===== src/verilog/tracker_pkg.sv =====
package tracker_pkg;

  // APB bus geometry for the register window
  localparam int APB_ADDR_W = 4;
  localparam int APB_DATA_W = 32;

  // Each count takes one byte of the STATUS word
  // This caps NumEntries at 255
  localparam int COUNT_FIELD_W = 8;

  // Register offsets, word aligned
  localparam logic [APB_ADDR_W-1:0] REG_STATUS      = 4'h0;
  localparam logic [APB_ADDR_W-1:0] REG_ERROR       = 4'h4;
  localparam logic [APB_ADDR_W-1:0] REG_CTRL        = 4'h8;
  localparam logic [APB_ADDR_W-1:0] REG_ALLOC_TOTAL = 4'hC;

  // Sticky monitor flags
  // reuse sits in bit 0 of the ERROR register
  typedef struct packed {
    logic count_mismatch;
    logic over_release;
    logic reuse;
  } tracker_err_t;

  // Requester side of the APB slave
  typedef struct packed {
    logic                  psel;
    logic                  penable;
    logic                  pwrite;
    logic [APB_ADDR_W-1:0] paddr;
    logic [APB_DATA_W-1:0] pwdata;
  } apb_req_t;

  // Completer side of the APB slave
  typedef struct packed {
    logic [APB_DATA_W-1:0] prdata;
    logic                  pready;
    logic                  pslverr;
  } apb_rsp_t;

endpackage


===== src/verilog/seq_tracker.sv =====
`timescale 1ns/10ps

module seq_tracker #(
  parameter int NumEntries = 8,
  parameter int MaxAllocSize = 3,
  localparam int EntryIdWidth = (NumEntries > 1) ? $clog2(NumEntries) : 1,
  localparam int SizeWidth = $clog2(MaxAllocSize + 1),
  localparam int CountWidth = $clog2(NumEntries + 1)
) (
  input  logic                                     clk,
  input  logic                                     reset,
  input  logic                                     alloc_enable,
  // Allocation handshake
  input  logic [SizeWidth-1:0]                     alloc_receivable,
  output logic [SizeWidth-1:0]                     alloc_sendable,
  output logic [MaxAllocSize-1:0][EntryIdWidth-1:0] alloc_entry_id,
  // In-order release
  input  logic                                     dealloc_valid,
  input  logic [SizeWidth-1:0]                     dealloc_size,
  // Occupancy
  output logic [CountWidth-1:0]                    free_entry_count,
  output logic [CountWidth-1:0]                    allocated_entry_count
);

  // Next ID to hand out and number of IDs held
  // Oldest held ID sits allocated_count entries behind alloc_ptr
  logic [EntryIdWidth-1:0] alloc_ptr;
  logic [CountWidth-1:0]   allocated_count;

  logic [SizeWidth-1:0]    taken_count;
  logic [SizeWidth-1:0]    released_count;
  logic [CountWidth:0]     count_grow;
  logic [CountWidth-1:0]   count_next;
  logic                    over_release;
  logic [EntryIdWidth-1:0] alloc_ptr_next;

  // Pointer step with wrap at NumEntries
  function automatic logic [EntryIdWidth-1:0] wrap_add(input logic [EntryIdWidth-1:0] base,
                                                       input int unsigned inc);
    int unsigned sum;
    sum = base + inc;
    return EntryIdWidth'(sum % NumEntries);
  endfunction

  assign allocated_entry_count = allocated_count;
  assign free_entry_count = CountWidth'(NumEntries) - allocated_count;

  // Offer is the smaller of free space and beat width
  // Nothing is offered while disabled
  always_comb begin
    if (!alloc_enable) begin
      alloc_sendable = '0;
    end else if (free_entry_count < MaxAllocSize) begin
      alloc_sendable = SizeWidth'(free_entry_count);
    end else begin
      alloc_sendable = SizeWidth'(MaxAllocSize);
    end
  end

  // Lane i carries the i-th next sequential ID
  always_comb begin
    for (int i = 0; i < MaxAllocSize; i++) begin
      alloc_entry_id[i] = wrap_add(alloc_ptr, i);
    end
  end

  // Client takes the lowest lanes, up to what it can receive
  assign taken_count = (alloc_receivable < alloc_sendable) ? alloc_receivable : alloc_sendable;
  assign released_count = dealloc_valid ? dealloc_size : '0;

  assign alloc_ptr_next = wrap_add(alloc_ptr, taken_count);

  // Count moves by taken minus released
  // An over-release empties the queue instead of wrapping the count
  always_comb begin
    count_grow = (CountWidth + 1)'(allocated_count) + (CountWidth + 1)'(taken_count);
    over_release = (CountWidth + 1)'(released_count) > count_grow;
    if (over_release) begin
      count_next = '0;
    end else begin
      count_next = CountWidth'(count_grow - (CountWidth + 1)'(released_count));
    end
  end

  always_ff @(posedge clk) begin
    if (reset) begin
      alloc_ptr <= '0;
      allocated_count <= '0;
    end else begin
      alloc_ptr <= alloc_ptr_next;
      allocated_count <= count_next;
    end
  end

endmodule


===== src/verilog/tracker_apb_regs.sv =====
`timescale 1ns/10ps

module tracker_apb_regs #(
  parameter int NumEntries = 8,
  parameter int MaxAllocSize = 3,
  localparam int SizeWidth = $clog2(MaxAllocSize + 1),
  localparam int CountWidth = $clog2(NumEntries + 1)
) (
  input  logic                      clk,
  input  logic                      reset,
  input  tracker_pkg::apb_req_t     apb_req,
  output tracker_pkg::apb_rsp_t     apb_rsp,
  // Status sources
  input  tracker_pkg::tracker_err_t err_flags,
  input  logic [SizeWidth-1:0]      alloc_taken,
  input  logic [CountWidth-1:0]     free_entry_count,
  input  logic [CountWidth-1:0]     allocated_entry_count,
  // Control outputs
  output logic                      alloc_enable,
  output tracker_pkg::tracker_err_t err_clear
);

  localparam int DataW = tracker_pkg::APB_DATA_W;
  localparam int ErrW = $bits(tracker_pkg::tracker_err_t);

  logic             setup_phase;
  logic             access_phase;
  logic             wr_access;
  logic             addr_ok;
  logic [DataW-1:0] rd_mux;
  logic [DataW-1:0] status_word;
  logic [DataW-1:0] alloc_total;
  logic [DataW-1:0] prdata_q;
  logic             pslverr_q;

  assign setup_phase = apb_req.psel && !apb_req.penable;
  assign access_phase = apb_req.psel && apb_req.penable;
  assign wr_access = access_phase && apb_req.pwrite;

  // Free count in the upper byte, allocated count in the lower
  assign status_word = {{(DataW - 2 * tracker_pkg::COUNT_FIELD_W){1'b0}},
                        tracker_pkg::COUNT_FIELD_W'(free_entry_count),
                        tracker_pkg::COUNT_FIELD_W'(allocated_entry_count)};

  // Offset decode and read select
  always_comb begin
    rd_mux = '0;
    addr_ok = 1'b1;
    case (apb_req.paddr)
      tracker_pkg::REG_STATUS:      rd_mux = status_word;
      tracker_pkg::REG_ERROR:       rd_mux = {{(DataW - ErrW){1'b0}}, err_flags};
      tracker_pkg::REG_CTRL:        rd_mux = {{(DataW - 1){1'b0}}, alloc_enable};
      tracker_pkg::REG_ALLOC_TOTAL: rd_mux = alloc_total;
      default:                      addr_ok = 1'b0;
    endcase
  end

  // Response captured in setup, presented during the access phase
  always_ff @(posedge clk) begin
    if (reset) begin
      prdata_q <= '0;
      pslverr_q <= 1'b0;
    end else if (setup_phase) begin
      prdata_q <= apb_req.pwrite ? '0 : rd_mux;
      pslverr_q <= !addr_ok;
    end
  end

  // CTRL lands on the edge closing the access phase
  always_ff @(posedge clk) begin
    if (reset) begin
      alloc_enable <= 1'b0;
    end else if (wr_access && (apb_req.paddr == tracker_pkg::REG_CTRL)) begin
      alloc_enable <= apb_req.pwdata[0];
    end
  end

  // Running total of IDs handed out, wraps at 2^32
  always_ff @(posedge clk) begin
    if (reset) begin
      alloc_total <= '0;
    end else begin
      alloc_total <= alloc_total + DataW'(alloc_taken);
    end
  end

  // One-cycle clear pulse for the sticky flags
  always_comb begin
    err_clear = '0;
    if (wr_access && (apb_req.paddr == tracker_pkg::REG_ERROR)) begin
      err_clear = tracker_pkg::tracker_err_t'(apb_req.pwdata[ErrW-1:0]);
    end
  end

  assign apb_rsp.prdata = prdata_q;
  assign apb_rsp.pready = 1'b1;
  assign apb_rsp.pslverr = pslverr_q;

endmodule


===== src/verilog/tracker_monitor.sv =====
`timescale 1ns/10ps

module tracker_monitor #(
  parameter int NumEntries = 8,
  parameter int MaxAllocSize = 3,
  localparam int EntryIdWidth = (NumEntries > 1) ? $clog2(NumEntries) : 1,
  localparam int SizeWidth = $clog2(MaxAllocSize + 1),
  localparam int CountWidth = $clog2(NumEntries + 1)
) (
  input  logic                                      clk,
  input  logic                                      reset,
  // Observed allocation traffic
  input  logic [SizeWidth-1:0]                      alloc_sendable,
  input  logic [SizeWidth-1:0]                      alloc_receivable,
  input  logic [MaxAllocSize-1:0][EntryIdWidth-1:0] alloc_entry_id,
  // Observed release traffic
  input  logic                                      dealloc_valid,
  input  logic [SizeWidth-1:0]                      dealloc_size,
  // Tracker occupancy under check
  input  logic [CountWidth-1:0]                     free_entry_count,
  input  logic [CountWidth-1:0]                     allocated_entry_count,
  // Write-1-to-clear pulse from software
  input  tracker_pkg::tracker_err_t                 err_clear,
  output tracker_pkg::tracker_err_t                 err_flags,
  output logic [SizeWidth-1:0]                      alloc_taken
);

  // Shadow copy of which entries are held
  logic [NumEntries-1:0]                     shadow;
  logic [NumEntries-1:0]                     shadow_nxt;
  logic [NumEntries-1:0]                     beat_set;
  logic [CountWidth-1:0]                     shadow_count;

  logic [MaxAllocSize-1:0]                   taken_mask;
  logic [MaxAllocSize-1:0]                   rel_mask;
  logic [EntryIdWidth-1:0]                   rel_ptr;
  logic [MaxAllocSize-1:0][EntryIdWidth-1:0] rel_id;

  tracker_pkg::tracker_err_t                 err_hit;

  function automatic logic [EntryIdWidth-1:0] wrap_add(input logic [EntryIdWidth-1:0] base,
                                                       input int unsigned inc);
    int unsigned sum;
    sum = base + inc;
    return EntryIdWidth'(sum % NumEntries);
  endfunction

  function automatic logic [CountWidth-1:0] popcount(input logic [NumEntries-1:0] bits);
    logic [CountWidth-1:0] cnt;
    cnt = '0;
    for (int i = 0; i < NumEntries; i++) begin
      cnt = cnt + CountWidth'(bits[i]);
    end
    return cnt;
  endfunction

  // Taken this beat is the smaller of offer and receivable
  assign alloc_taken = (alloc_sendable > alloc_receivable) ? alloc_receivable : alloc_sendable;

  // Lane masks for taken and released IDs
  // Release IDs follow the monitor's own pointer, independent of the tracker
  always_comb begin
    for (int i = 0; i < MaxAllocSize; i++) begin
      taken_mask[i] = (i < alloc_taken);
      rel_mask[i] = dealloc_valid && (i < dealloc_size);
      rel_id[i] = wrap_add(rel_ptr, i);
    end
  end

  // Apply releases, then allocations, and look for reuse on the way
  always_comb begin
    shadow_nxt = shadow;
    beat_set = '0;
    err_hit = '0;
    for (int i = 0; i < MaxAllocSize; i++) begin
      if (rel_mask[i]) begin
        shadow_nxt[rel_id[i]] = 1'b0;
      end
    end
    for (int i = 0; i < MaxAllocSize; i++) begin
      if (taken_mask[i]) begin
        // Already held, or handed out twice in one beat
        if (shadow[alloc_entry_id[i]] || beat_set[alloc_entry_id[i]]) begin
          err_hit.reuse = 1'b1;
        end
        beat_set[alloc_entry_id[i]] = 1'b1;
        shadow_nxt[alloc_entry_id[i]] = 1'b1;
      end
    end
    // Releasing more than is held
    if (dealloc_valid && (dealloc_size > shadow_count)) begin
      err_hit.over_release = 1'b1;
    end
    // Both tracker counts must agree with the shadow population
    if ((shadow_count != allocated_entry_count) ||
        ((CountWidth'(NumEntries) - shadow_count) != free_entry_count)) begin
      err_hit.count_mismatch = 1'b1;
    end
  end

  assign shadow_count = popcount(shadow);

  always_ff @(posedge clk) begin
    if (reset) begin
      shadow <= '0;
      rel_ptr <= '0;
      err_flags <= '0;
    end else begin
      shadow <= shadow_nxt;
      if (dealloc_valid) begin
        rel_ptr <= wrap_add(rel_ptr, dealloc_size);
      end
      // A new fault in the clearing cycle still sticks
      err_flags <= tracker_pkg::tracker_err_t'((err_flags & ~err_clear) | err_hit);
    end
  end

endmodule


===== src/verilog/tracker_top.sv =====
`timescale 1ns/10ps

module tracker_top #(
  parameter int NumEntries = 8,
  parameter int MaxAllocSize = 3,
  localparam int EntryIdWidth = (NumEntries > 1) ? $clog2(NumEntries) : 1,
  localparam int SizeWidth = $clog2(MaxAllocSize + 1),
  localparam int CountWidth = $clog2(NumEntries + 1)
) (
  input  logic                                      clk,
  input  logic                                      reset,
  // Client allocation port
  input  logic [SizeWidth-1:0]                      alloc_receivable,
  output logic [SizeWidth-1:0]                      alloc_sendable,
  output logic [MaxAllocSize-1:0][EntryIdWidth-1:0] alloc_entry_id,
  // Client release port
  input  logic                                      dealloc_valid,
  input  logic [SizeWidth-1:0]                      dealloc_size,
  output logic [CountWidth-1:0]                     free_entry_count,
  output logic [CountWidth-1:0]                     allocated_entry_count,
  // Register window
  input  tracker_pkg::apb_req_t                     apb_req,
  output tracker_pkg::apb_rsp_t                     apb_rsp
);

  logic                      alloc_enable;
  logic [SizeWidth-1:0]      alloc_taken;
  tracker_pkg::tracker_err_t err_flags;
  tracker_pkg::tracker_err_t err_clear;

  // ID allocator
  seq_tracker #(
    .NumEntries  (NumEntries),
    .MaxAllocSize(MaxAllocSize)
  ) u_tracker (
    .clk                  (clk),
    .reset                (reset),
    .alloc_enable         (alloc_enable),
    .alloc_receivable     (alloc_receivable),
    .alloc_sendable       (alloc_sendable),
    .alloc_entry_id       (alloc_entry_id),
    .dealloc_valid        (dealloc_valid),
    .dealloc_size         (dealloc_size),
    .free_entry_count     (free_entry_count),
    .allocated_entry_count(allocated_entry_count)
  );

  // Shadow checker watching the same ports as the client
  tracker_monitor #(
    .NumEntries  (NumEntries),
    .MaxAllocSize(MaxAllocSize)
  ) u_monitor (
    .clk                  (clk),
    .reset                (reset),
    .alloc_sendable       (alloc_sendable),
    .alloc_receivable     (alloc_receivable),
    .alloc_entry_id       (alloc_entry_id),
    .dealloc_valid        (dealloc_valid),
    .dealloc_size         (dealloc_size),
    .free_entry_count     (free_entry_count),
    .allocated_entry_count(allocated_entry_count),
    .err_clear            (err_clear),
    .err_flags            (err_flags),
    .alloc_taken          (alloc_taken)
  );

  tracker_apb_regs #(
    .NumEntries  (NumEntries),
    .MaxAllocSize(MaxAllocSize)
  ) u_regs (
    .clk                  (clk),
    .reset                (reset),
    .apb_req              (apb_req),
    .apb_rsp              (apb_rsp),
    .err_flags            (err_flags),
    .alloc_taken          (alloc_taken),
    .free_entry_count     (free_entry_count),
    .allocated_entry_count(allocated_entry_count),
    .alloc_enable         (alloc_enable),
    .err_clear            (err_clear)
  );

endmodule

===== config.mk =====
export PLATFORM = sky130hd
export DESIGN_NAME = tracker_top
export DESIGN_NICKNAME = d
export VERILOG_FILES = /design/src/verilog/tracker_pkg.sv /design/src/verilog/seq_tracker.sv /design/src/verilog/tracker_apb_regs.sv /design/src/verilog/tracker_monitor.sv /design/src/verilog/tracker_top.sv
export SDC_FILE = /design/constraint.sdc
export NUM_CORES = 1
export LEC_CHECK = 0
export BUFFER_PORTS_ARGS = -buffer_cell sky130_fd_sc_hd__buf_4
export CELL_PAD_IN_SITES_DETAIL_PLACEMENT = 0
export CELL_PAD_IN_SITES_GLOBAL_PLACEMENT = 1
export CORE_UTILIZATION = 42
export DETAILED_ROUTE_END_ITERATION = 6
export GPL_ROUTABILITY_DRIVEN = 1
export GPL_TIMING_DRIVEN = 0
export PLACE_DENSITY = 0.84
export SLEW_MARGIN = 30
export SYNTH_ARGS = -nofsm -noshare
export SYNTH_HDL_FRONTEND = slang
export SYNTH_HIERARCHICAL = 1
export SYNTH_SLANG_ARGS = --single-unit

===== constraint.sdc =====
create_clock -name clk -period 5.2 [get_ports clk]
set_input_delay 1.04 -clock clk [delete_from_list [all_inputs] [get_ports clk]]
set_output_delay 1.04 -clock clk [all_outputs]
set_load 0.005 [all_outputs]

==> metrics.cfg <==
[logic_synthesis]
synth_edf_count=0
yosys-top-cells-count=87 x dfxtp_1, 64 x nor2_1, 45 x inv_1, 37 x a21oi_1, 36 x a22oi_1
syn-num-nets=695
ys.flop_type=dfxtp_1
synth.area.top_cells=dfxtp_1 33%, ha_1 5.9%, a22oi_1 5.1%
yosys_warnings=6
syn-instance-count=615
netlist.area_leader.share_pct=32.9
synth.largest_area_cell=dfxtp_1
synth-seq-cells=87
syn_area_sq_um=5290
async_reset_ff_share_pct=0
yosysSeqAreaShare_pct=32.9
synth_cell_types=75
synth.most_common_cell=dfxtp_1
avgSynthCellArea_sq_um=8.60

[global_routing]
grt_pass1_vias=4632
antenna_found_initial=0
grt.met2_usage_pct=35.4
grt_pass1_wl_microns=23300
grt_use_met3_pct=3.12
grt_usage_pct=22.9
grt_busiest_layer=met2
met1_usage_pct=31.8
grt-ovfl-total=0
grt_max_degree=17

[worst_setup_path]
path_buf_inv=4
worstReg2RegStart=u_tracker/allocated_entry_count[1]$_SDFF_PP0_
slowest_stage=or4_1
path_cells=inv_1, ha_1, xnor2_1, o41ai_2, inv_1, ha_1, nor4bb_2, a31oi_1, nand2_1, ha_1, inv_1, fa_1, nor2b_1, clkbuf_2, nand3b_1, or4_1, a21oi_1
worstReg2RegEnd=u_regs/alloc_total[28]$_SDFF_PP0_
critPathTopFamily=simple AND/OR/NAND/NOR gates
r2r.worst_path.cells=17
crit_type=register to register
crit_fanout=9
arrival_ns=5.07
critPathLaunchType=register
worst_ep_required_time_ns=5.48
r2r_setup_slack_ns=0.41
end_kind=register
max_stage_delay_ns=0.55

[route]
num_vias=4963
wl_per_cell_microns=16.6
vias_per_cell=5.73
drt_iter0_markers=354
drc=0
finalWirelength_microns=14300
drtPass1Iterations=5
ant_nets=0

[die]
core_sq_um=12200
die_h_microns=114
die_w_microns=114
start_util_pct=43.5
die_area_sq_um=13000
core.rowCount=40
io_pins=99

[worst_hold_path]
holdPathStages=2
hold_start=u_monitor/err_flags[1]$_SDFF_PP0_
hold_end=u_monitor/err_flags[1]$_SDFF_PP0_
hold_path_class=register to register

[pwr]
vdd_drop_max_v=0.000162
leakage_nw=2.41
p_per_area_nw_per_um2=290

[final_layout]
synthToLayoutAreaGrowth_pct=19.2
final_nets=773
nFillCells=1156
insertedDiodeCount=0
instances_no_fill=866
final_area_sq_um=6300
multi_input_area_sq_um=3190
layout-drive-gt1-share_pct=16.8
seq_area_sq_um=1740

[placed_design]
dp_hpwl_microns=10500
place_congestion=0.865
dp_worst_setup_slack_ns=0.254
port-buffer-count=67
dp_cells=850
dpl_cell_area_sq_um=6010

[sta]
clock_skew_ns=0.00602
finalCritPeriodShare_pct=92.1
finalSetupTns_ns=0
finalMaxSlewViolations=0
finalSetupViolCount=0
layout_min_cycle_time_ns=4.79
rsz0062_at_grt=no
worst_slew_pin_slew_ns=0.639
fmax_mhz=209
setup_ws_ns=0.408
slew_headroom_pct=57.2
hold_violations=0

[clocking]
htreeDepth=3
clock-root-buffer=clkbuf_16
clkLatencyLatePin_ns=0.35
tritoncts=built
clk_pin_slew_ns=0.07
clkSinkCount=87
cts_buffer_depth=2
hold_buffers=0
cts_buffers=9

[job]
maxCapViolations=0

[status]
outcome=complete, no violations

-- tightest hold or removal path, cell delays in order (launching register included) --
cell and delay (ns):
dfxtp_1 0.31, nand2b_1 0.06, a21oi_1 0.06
-- routing by layer --
| metal | share of wire, % | vias to the layer above | wire length [microns] |
|---|---|---|---|
| li1 | - | 2370 | - |
| met1 | 47 | 2420 | 6810 |
| met2 | 45 | 151 | 6470 |
| met3 | 5.3 | 22 | 763 |
| met4 | 2.1 | 0 | 301 |
| met5 | 0 | - | 0 |
-- layout by cell type (no fill, tap or decap), types with 6 or more instances in the layout --
cell type / count
inv_1: 45
or3_1: 9
mux2i_1: 11
buf_4: 72
ha_1: 25
nand2b_1: 8
o31ai_1: 10
or4_1: 12
dfxtp_1: 87
nand3_1: 14
clkbuf_16: 9
a22oi_1: 36
o21ai_0: 9
clkbuf_1: 22
xnor2_1: 12
a31oi_1: 6
nand4_1: 15
fa_1: 9
buf_2: 7
nor2b_1: 16
xor2_1: 17
a21oi_1: 37
nand2_1: 35
nor2_1: 64
-- report_power, final --
group / internal, mW / switching, mW
clock network: 0.354 / 0.285
registers: 0.685 / 0.0366
logic: 0.210 / 0.255
total: 1.25 / 0.577
-- state kept, by name, summed over array words and instances, names as in the netlist --
signal,count
u_tracker/alloc_ptr,3
u_regs/alloc_total,32
u_regs/alloc_enable,1
u_regs/prdata_q,32
u_regs/pslverr_q,1
u_tracker/allocated_entry_count,4
u_monitor/rel_ptr,3
u_monitor/shadow,8
u_monitor/err_flags,3
-- final cells by class --
type / count / area share, %
multi-input cells: 443 / 50.7
flip-flops and latches: 87 / 27.6
repair buffers: 67 / 7.98
clock buffers: 11 / 4.01
well taps: 168 / 3.33
plain buffers: 39 / 3.02
inverters: 46 / 2.74
clock inverters: 5 / 0.615
-- cells by family after synthesis --
logic type / synth area share, %
simple gates: 21.3
fa+ha+maj: 9.51
mux: 5.63
compound gates: 18.9
flops: 32.9
buf+inv: 6.84
xor+xnor: 4.80
other cells: 0.0709
-- per-stage QoR --
stage | hold WS, ns | power (mW) | utilization [%]
6_report | 0.481 | 1.83 | 51.8
3_5_place_dp | 0.468 | 1.19 | 49.4
5_1_grt | 0.519 | 1.91 | 51.8
2_1_floorplan | 0.446 | 1.03 | -
3_3_place_gp | 0.466 | 1.18 | 49.3
4_1_cts | 0.481 | 1.84 | 51.8
-- worst max path at each step --
stage | start | end | slack [ns] | cells past startpoint
floorplan | u_tracker/allocated_entry_count[1]$_SDFF_PP0_ | u_regs/alloc_total[28]$_SDFF_PP0_ | 1.15 | 16
global route | u_tracker/allocated_entry_count[1]$_SDFF_PP0_ | u_regs/alloc_total[26]$_SDFF_PP0_ | 0.04 | 17
detailed placement | u_tracker/allocated_entry_count[1]$_SDFF_PP0_ | u_regs/alloc_total[26]$_SDFF_PP0_ | 0.25 | 17
CTS | u_tracker/allocated_entry_count[1]$_SDFF_PP0_ | u_regs/alloc_total[28]$_SDFF_PP0_ | 0.21 | 17
global placement | u_tracker/allocated_entry_count[1]$_SDFF_PP0_ | u_regs/alloc_total[26]$_SDFF_PP0_ | 0.36 | 17
finish | u_tracker/allocated_entry_count[1]$_SDFF_PP0_ | u_regs/alloc_total[28]$_SDFF_PP0_ | 0.41 | 17
-- timing repair --
action | 4_1_cts | 5_1_grt
setup buffers | 0 | 0
gates resized for setup | 0 | 2
setup endpoints to repair | 0 | 5
(Power assumes the default switching activity.)
